`src/logic/song.hex`:
```
// one note code per line in hex, table index 0 first; 64 marks a rest.
02
30
34
37
3C
37
34
30
64
30
32
34
35
37
39
3B
3C
64
3C
3B
39
37
35
34
32
30
2F
30
64
64
FE
30
28
2B
2F
30
32
34
35
37
64
37
35
34
32
30
2F
2D
2B
28
64
28
2B
2D
2F
30
32
34
64
30
2F
2D
2B
28

```
`src/logic/control_pkg.sv`:
```
`default_nettype none

package control_pkg;

    // listener controls, sampled on every clock.
    typedef struct packed {
        logic [2:0] speed_code;
        logic [2:0] pitch_code;
        logic [1:0] skip_code;
    } player_ctrl_t;

    typedef logic [3:0]        quarters_t;   // speed in quarters of normal.
    typedef logic signed [3:0] offset_t;     // signed step for pitch or index.

    // 0.25x up to 3x, code 4 and code 0 are normal speed.
    function automatic quarters_t speed_quarters(input logic [2:0] speed_code);
        case (speed_code)
            3'd1:    return 4'd1;
            3'd2:    return 4'd2;
            3'd3:    return 4'd3;
            3'd5:    return 4'd6;
            3'd6:    return 4'd8;
            3'd7:    return 4'd12;
            default: return 4'd4;
        endcase
    endfunction

    // codes 1 to 7 give -3 to +3.
    function automatic offset_t pitch_shift(input logic [2:0] pitch_code);
        if (pitch_code == 3'd0) begin
            return 4'sd0;
        end
        return offset_t'(signed'({1'b0, pitch_code})) - 4'sd4;
    endfunction

    // index step per beat, including the normal step of one.
    function automatic offset_t skip_step(input logic [1:0] skip_code);
        case (skip_code)
            2'd1:    return 4'sd6;    // forward five notes.
            2'd2:    return -4'sd4;   // back five notes.
            default: return 4'sd1;
        endcase
    endfunction

endpackage

`default_nettype wire

```
`src/logic/tune_pkg.sv`:
```
`default_nettype none

package tune_pkg;

    // pitch code as stored in the melody table.
    typedef logic [7:0] note_code_t;

    // position in the song, one bit wider than the table needs.
    typedef logic [6:0] note_index_t;

    // progress through the song in percent, 0 to 98.
    typedef logic [7:0] percent_t;

    localparam note_code_t REST_CODE = 8'd100;   // silence marker inside the table.

    // first two phrases only, so the song ends where the table ends.
    localparam int unsigned SONG_LENGTH = 64;

    localparam string SONG_FILE = "/design/src/logic/song.hex";

endpackage

`default_nettype wire

```
`src/logic/note_sequencer.sv`:
```
`timescale 1ns/1ps
`default_nettype none

module note_sequencer (
    input  wire logic          iClk,
    input  wire logic          iReset_n,
    input  wire logic          enable,
    input  wire logic          beat,
    input  wire logic [1:0]    skip_code,
    output logic               playing,
    output tune_pkg::note_index_t note_index,
    output tune_pkg::percent_t    progress
);
    import tune_pkg::*;
    import control_pkg::*;

    typedef enum logic {
        IDLE,
        PLAY
    } state_t;

    state_t            state;
    logic signed [8:0] idx_sum;      // wide enough to see a step below zero.
    note_index_t       next_index;
    int unsigned       scaled;

    // the player simply follows the enable level.
    always_ff @(posedge iClk or negedge iReset_n) begin
        if (!iReset_n) begin
            state <= IDLE;
        end
        else begin
            state <= enable ? PLAY : IDLE;
        end
    end

    assign playing = (state == PLAY);

    assign idx_sum = $signed({2'b00, note_index}) + skip_step(skip_code);

    always_comb begin
        if (idx_sum < 0 || idx_sum >= $signed(9'(SONG_LENGTH))) begin
            next_index = '0;   // off either end, start over.
        end
        else begin
            next_index = note_index_t'(idx_sum);
        end
    end

    assign scaled = (int'(note_index) * 100) / SONG_LENGTH;

    always_ff @(posedge iClk or negedge iReset_n) begin
        if (!iReset_n) begin
            note_index <= '0;
            progress   <= '0;
        end
        else if (!enable) begin
            note_index <= '0;
            progress   <= '0;
        end
        else begin
            case (state)
                PLAY: begin
                    if (beat) begin
                        note_index <= next_index;
                    end
                end
                default: note_index <= '0;
            endcase
            progress <= percent_t'(scaled);   // lags the index by one cycle.
        end
    end

endmodule

`default_nettype wire

```
`src/logic/note_voice.sv`:
```
`timescale 1ns/1ps
`default_nettype none

module note_voice (
    input  wire logic             iClk,
    input  wire logic             iReset_n,
    input  wire logic             playing,
    input  wire tune_pkg::note_index_t note_index,
    input  wire logic [2:0]       pitch_code,
    output tune_pkg::note_code_t  freq
);
    import tune_pkg::*;
    import control_pkg::*;

    localparam int unsigned ADDR_W = $clog2(SONG_LENGTH);

    note_code_t song_rom [SONG_LENGTH];
    note_code_t table_q;
    note_code_t shift_ext;

    initial begin
        $readmemh(SONG_FILE, song_rom);
    end

    // stage one, synchronous table read.
    always_ff @(posedge iClk) begin
        table_q <= song_rom[note_index[ADDR_W-1:0]];
    end

    // sign extend so a downward shift wraps within 8 bits.
    assign shift_ext = note_code_t'(pitch_shift(pitch_code));

    // stage two.
    always_ff @(posedge iClk or negedge iReset_n) begin
        if (!iReset_n) begin
            freq <= '0;
        end
        else if (!playing) begin
            freq <= '0;   // silent while idle.
        end
        else begin
            freq <= table_q + shift_ext;
        end
    end

endmodule

`default_nettype wire

```
`src/logic/tempo_timer.sv`:
```
`timescale 1ns/1ps
`default_nettype none

module tempo_timer #(
    parameter int unsigned BASE_PERIOD = 99219
) (
    input  wire logic       iClk,
    input  wire logic       iReset_n,
    input  wire logic       playing,
    input  wire logic [2:0] speed_code,
    output logic            beat
);
    import control_pkg::*;

    localparam int unsigned CNT_W = $clog2(BASE_PERIOD * 4 + 1);

    logic [CNT_W-1:0] period_lut [8];
    logic [CNT_W-1:0] period;
    logic [CNT_W-1:0] count;

    // one constant period per speed code.
    for (genvar s = 0; s < 8; s++) begin : g_period
        localparam int unsigned PERIOD = (BASE_PERIOD * 4) / speed_quarters(3'(s));
        assign period_lut[s] = CNT_W'(PERIOD);
    end

    assign period = period_lut[speed_code];

    // >= so a switch to a shorter period beats at once.
    assign beat = playing && (count >= period - CNT_W'(1));

    always_ff @(posedge iClk or negedge iReset_n) begin
        if (!iReset_n) begin
            count <= '0;
        end
        else if (!playing || beat) begin
            count <= '0;
        end
        else begin
            count <= count + CNT_W'(1);
        end
    end

endmodule

`default_nettype wire

```
`src/logic/tune_player.sv`:
```
`timescale 1ns/1ps
`default_nettype none

module tune_player #(
    parameter int unsigned BASE_PERIOD = 99219   // cycles per note at normal speed.
) (
    input  wire logic                      iClk,
    input  wire logic                      iReset_n,
    input  wire logic                      enable,
    input  wire control_pkg::player_ctrl_t ctrl,
    output tune_pkg::note_code_t           freq,
    output tune_pkg::percent_t             progress
);
    import tune_pkg::*;

    logic        playing;
    logic        beat;
    note_index_t note_index;

    tempo_timer #(
        .BASE_PERIOD (BASE_PERIOD)
    ) timer0 (
        .iClk       (iClk),
        .iReset_n   (iReset_n),
        .playing    (playing),
        .speed_code (ctrl.speed_code),
        .beat       (beat)
    );

    note_sequencer seq0 (
        .iClk       (iClk),
        .iReset_n   (iReset_n),
        .enable     (enable),
        .beat       (beat),
        .skip_code  (ctrl.skip_code),
        .playing    (playing),
        .note_index (note_index),
        .progress   (progress)
    );

    note_voice voice0 (
        .iClk       (iClk),
        .iReset_n   (iReset_n),
        .playing    (playing),
        .note_index (note_index),
        .pitch_code (ctrl.pitch_code),
        .freq       (freq)
    );

endmodule

`default_nettype wire

```
`config.mk`:
```
export PLATFORM = sky130hd
export DESIGN_NAME = tune_player
export DESIGN_NICKNAME = d
export VERILOG_FILES = /design/src/logic/control_pkg.sv /design/src/logic/tune_pkg.sv /design/src/logic/note_sequencer.sv /design/src/logic/note_voice.sv /design/src/logic/tempo_timer.sv /design/src/logic/tune_player.sv
export SDC_FILE = /design/constraint.sdc
export NUM_CORES = 1
export LEC_CHECK = 0
export ABC_CLOCK_PERIOD_IN_PS = 7350
export BUFFER_PORTS_ARGS = -buffer_cell sky130_fd_sc_hd__buf_2
export CELL_PAD_IN_SITES_DETAIL_PLACEMENT = 1
export CELL_PAD_IN_SITES_GLOBAL_PLACEMENT = 1
export CORE_ASPECT_RATIO = 1.1
export CORE_UTILIZATION = 50
export DETAILED_ROUTE_END_ITERATION = 7
export PLACE_DENSITY = 0.89
export SYNTH_ARGS = -nofsm -noshare
export SYNTH_HDL_FRONTEND = slang
export SYNTH_SLANG_ARGS = --single-unit
```
`constraint.sdc`:
```
create_clock -name iClk -period 7.35 [get_ports iClk]
set_clock_uncertainty 0.1 [all_clocks]
set_input_delay 0.735 -clock iClk [delete_from_list [all_inputs] [get_ports iClk]]
set_output_delay 0.735 -clock iClk [all_outputs]
set_load 0.03 [all_outputs]
```
Word-level counts from Yosys, hierarchy flattened. Memories as Yosys holds them, arrays and structs flattened. Cells that the tools add are included.

Bitwise gates (word level): 1. Reductions and logical operators: 5. $mul: 1. Mux-type cells: 14. Equal/unequal tests: 3. Add/subtract/negate cells: 5. Order comparisons: 4.

Operator list (number): $mux 19 (3); $mux 7 (4); $add 19x1->19 const B (1); $ge 19x19->1 (1); $sub 19x1->19 const B (1); $mux 8 (2); $mul 7x5->12 const B (1); $add 8x4->9 (1); $ge 9x8->1 const B (1); $lt 9x1->1 const B (1); $add 8x8->8 (1); $mux 4 (2); $pmux 4 s2 (1); $ge 4x4->1 const B (1); $not 3->4 (1); $sub 3x3->4 const B (1); $logic_not 3->1 (1); $ne 3x3->1 const B (1); $eq 2x1->1 const B (1); $eq 2x2->1 const B (1); $logic_or 1x1->1 (2); $mux 1 (2); $logic_and 1x1->1 (1); $logic_not 1->1 (1).

Output and inout bits: 16. Register bits after elaboration: 51. Memories: 1. Input port bits: 11. Memory bits (read-only): 152.

Memories: (no name shown) (depth 8, bits a word 19, rd ports 1, clocked after memory_dff 0, write ports 0, line tempo_timer.sv:27) `assign period = period_lut[speed_code];`.

Logic depth before layout (Yosys ltp).
Word-level depth: 10. Depth in mapped cells: 13.

Cells and area by module. Synthesis repeated with hierarchy kept, for this count alone.

Cell total of the unflattened synthesis: 345. Area, all modules: 3283.1 um^2.

Modules (own cells, without submodules): tempo_timer (instances 1, sequential area each 475.5 um^2, cells an instance 172, area each 1630.3 um^2); note_sequencer (instances 1, sequential area each 400.4 um^2, cells an instance 161, area each 1510.2 um^2); note_voice (instances 1, sequential area each 75.1 um^2, cells an instance 12, area each 142.6 um^2).

Worst setup path after synthesis. No wires, ideal clock.

Path type: input -> register. From: input ctrl[6] in the netlist's numbering. To: register seq0.note_index[1]. Arrival time: 2.820 ns. Stages: 13. Library setup time: 0.138 ns. Required time: 7.112 ns. Path slack: 4.292 ns. Cell sequence: inv_1 > ha_1 > or2_0 > a21o_1 > ha_1 > a21oi_1 > o21a_1 > o32ai_2 > o31ai_1 > o211ai_2 > clkbuf_1 > nand3b_1 > o22ai_1.

Longest elaborated chain between the ends: 8.

Ends and longest elaborated chain: start: declaration (line tune_player.sv:10) `input wire control_pkg::player_ctrl_t ctrl,`; $not 3->4 (not written as such) (line tempo_timer.sv:27); $mem_v2 8x19; $mux 19 (not written as such) (2 in series) (line tempo_timer.sv:27); $sub 19x1->19 (line tempo_timer.sv:30) `assign beat = playing && (count >= period - CNT_W'(1));`; $ge 19x19->1 (line tempo_timer.sv:30); $logic_and 1x1->1 (line tempo_timer.sv:30); $ne 3x3->1 (no line); end signal: assignment (line note_sequencer.sv:65) `note_index <= next_index;`; end: declaration (line note_sequencer.sv:11) `output tune_pkg::note_index_t note_index,`.

No other way between the ends. The select of a mux whose other input is x is not followed. A chain may end at the register's enable or synchronous reset.

Final worst setup path.
From: input ctrl[5] in the netlist's numbering. To: register seq0.note_index[4].

Same word-level chain as after synthesis.

==> results.json <==
{
  "synth_cell_types": 45,
  "synth.yosys.seq_area_share_pct": 30.3,
  "synthAdderAreaFrac_pct": 25.8,
  "dr.pass1.iters": 4,
  "hold_viol_final": 0,
  "fin_nets": 434,
  "ant_nets": 0,
  "syn_avg_cell_area_sq_um": 9.33,
  "cts_sinks": 38,
  "ys.flop_type": "dfrtp_1",
  "rsz0062_at_grt": "no",
  "powerDensity_nw_per_um2": 133,
  "synth_top_area_share_pct": 30.3,
  "startpoint": "ctrl[5]",
  "portBuffers": 26,
  "hpwl_microns": 5910,
  "netlist_instances": 337,
  "fin_crit_ps": 3350,
  "clock-root-buffer": "clkbuf_8",
  "yosys-top-cells-count": "ha_1 (60), dfrtp_1 (38), nor2_1 (37), inv_1 (24), nand2_1 (24)",
  "synth_edf_count": 0,
  "yosysTopAreaCell": "dfrtp_1",
  "synth-compound-area-share_pct": 11.5,
  "ctsResizeCount": 0,
  "post-cts-setup-buffer-count": 0,
  "drt_iter0_drc": 94,
  "yosys-top-cells-area": "dfrtp_1 (30%), ha_1 (24%), nor2_1 (4.4%)",
  "grtUsageTotal_pct": 25.1,
  "vias": 2476,
  "cp.arrival_ps": 3460,
  "fin_util_pct": 57.7,
  "synthMuxAreaShare_pct": 1.27,
  "clk_latency_ps": 300,
  "synth-async-reset-ratio_pct": 100,
  "yosys_warnings": 0,
  "wl_per_cell_microns": 17.1,
  "cts.reportedPaths.clkPinSlew_ps": 80,
  "antenna_found_initial": 0,
  "relSlewSlack_pct": 43.1,
  "routed_wirelength_microns": 7500,
  "cts_tree": "built",
  "gp_congestion": 0.768,
  "critPathCapture": "seq0.note_index[4]",
  "cts_buffers": 5,
  "finalMaxSlewViolations": 0,
  "worstSetupStartpointType": "primary input",
  "cap_violations": 0,
  "r2r-start": "seq0.note_index[3]",
  "grt_pass1_wl_microns": 12800,
  "cts_hold_buf": 0,
  "r2r_slack_ps": 4060,
  "synthXorXnorAreaFrac_pct": 6.97,
  "grt_overflow": 0,
  "timing.fmax_mhz": 298,
  "drive_gt1_share_pct": 11.6,
  "fp.dieH_microns": 85.2,
  "vias_per_cell": 5.65,
  "nFillCells": 708,
  "h-tree-depth": 2,
  "clk_path_buf_depth": 2,
  "grt_start_max_net_pins": 39,
  "die_area_sq_um": 6610,
  "num_io_pins": 27,
  "die_w_microns": 77.6,
  "grt_pass1_vias": 2686,
  "worstMarginPinSlew_ps": 853,
  "outcome": "completed",
  "required_ps": 7450,
  "syn_area_sq_um": 3140,
  "antenna_cells": 0,
  "synth_top_family_by_area": "adder cells",
  "core_area_sq_um": 5910,
  "ys_ff_latch": 38,
  "initial_core_util_pct": 53.1,
  "ir_drop_uv": 72.1,
  "end_kind": "flop",
  "crit_type": "in -> reg",
  "period_share_pct": 45.6,
  "tns_ps": 0,
  "ff2ff_path_depth": 12,
  "row_count": 29,
  "area_growth_pct": 8.56,
  "yosys.area_share.simple_pct": 19.2,
  "drc": 0,
  "r2r-end": "seq0.progress[7]",
  "finalSetupViolations": 0,
  "crit_fanout": 25,
  "post-synth-top-count-cell": "ha_1",
  "worstHoldPathType": "reg -> reg",
  "p_leak_nw": 1.79
}
## state kept, by name, indices dropped and copies added (netlist names)
register         flops
seq0.progress        8
timer0.count        19
seq0.note_index      7
voice0.freq          3
seq0.playing         1
## metal layers
layer | vias to the layer above | routed length, microns | global-route usage [%]
met1 | 1224 | 3230 | 29.5
met2 | 38 | 3980 | 47.1
met5 | - | 0 | 0
met3 | 12 | 138 | 2.37
li1 | 1202 | - | -
met4 | 0 | 152 | 8.75
## critical path, cell delays in order
cell	delay, ps
buf_2	180
inv_1	120
ha_1	250
or2_0	200
a21o_1	180
ha_1	310
nand2_1	80
nor4_1	250
a211oi_1	130
o211ai_2	350
buf_4	360
nand3_1	120
o22ai_1	200
## final cells by class
| class | instances | area, sq um | share of cell area, % |
|---|---|---|---|
| clock inverter | 2 | 12.5 | 0.367 |
| tap | 77 | 96.3 | 2.82 |
| inverter | 24 | 90.1 | 2.64 |
| clock buffer | 6 | 82.6 | 2.42 |
| timing repair buffer | 27 | 138 | 4.03 |
| multi-input combinational | 264 | 2040 | 59.8 |
| sequential | 38 | 951 | 27.9 |
## stage by stage
| step | hold WS, ps | std cells | power, W | instance area, sq um | setup slack, ps |
|---|---|---|---|---|---|
| 2_1_floorplan | 339 | 338 | 0.000278 | 3150 | 4290 |
| 3_3_place_gp | 390 | 430 | 0.000297 | 3320 | 3890 |
| 3_5_place_dp | 405 | 430 | 0.000303 | 3320 | 3700 |
| 4_1_cts | 438 | 438 | 0.000456 | 3410 | 3980 |
| 5_1_grt | 462 | 438 | 0.000472 | 3410 | 3700 |
| 6_report | 434 | 438 | 0.000454 | 3410 | 4000 |
## cell usage in the layout (no fill, tap or decap), drive strengths merged, types with 12 or more instances in the layout
cell type and n:
nor2 37, buf 27, ha 60, dfrtp 38, inv 24, xnor2 12, nand3 12, nand2 24
xor2 13
## cells by family (layout without fill, tap and decap cells)
kind of cell             count (synthesis)  in the layout
adder cells (fa/ha/maj)                 63             63
XOR/XNOR                                25             25
buffers and inverters                   36             59
AO/OA/AOI/OAI                           48             48
AND/OR/NAND/NOR                        122            122
multiplexers                             4              4
other                                    1              2
flip-flops                              38             38
## worst min path at each step
stage,to,start,slack (ps),depth (start not counted)
floorplan,seq0.note_index[0],iReset_n,340,0
global placement,timer0.count[0],timer0.count[0],390,1
detailed placement,timer0.count[0],timer0.count[0],410,1
CTS,timer0.count[0],timer0.count[0],440,1
global route,timer0.count[0],timer0.count[0],460,1
finish,timer0.count[0],timer0.count[0],430,1
## power by group
group          leakage, nW  switching (W)  internal, W  total (W)
sequential           0.522     0.00000488     0.000213   0.000218
combinational         1.22      0.0000508    0.0000295  0.0000803
clock               0.0472      0.0000798    0.0000755   0.000155
(Power assumes the default switching activity.)
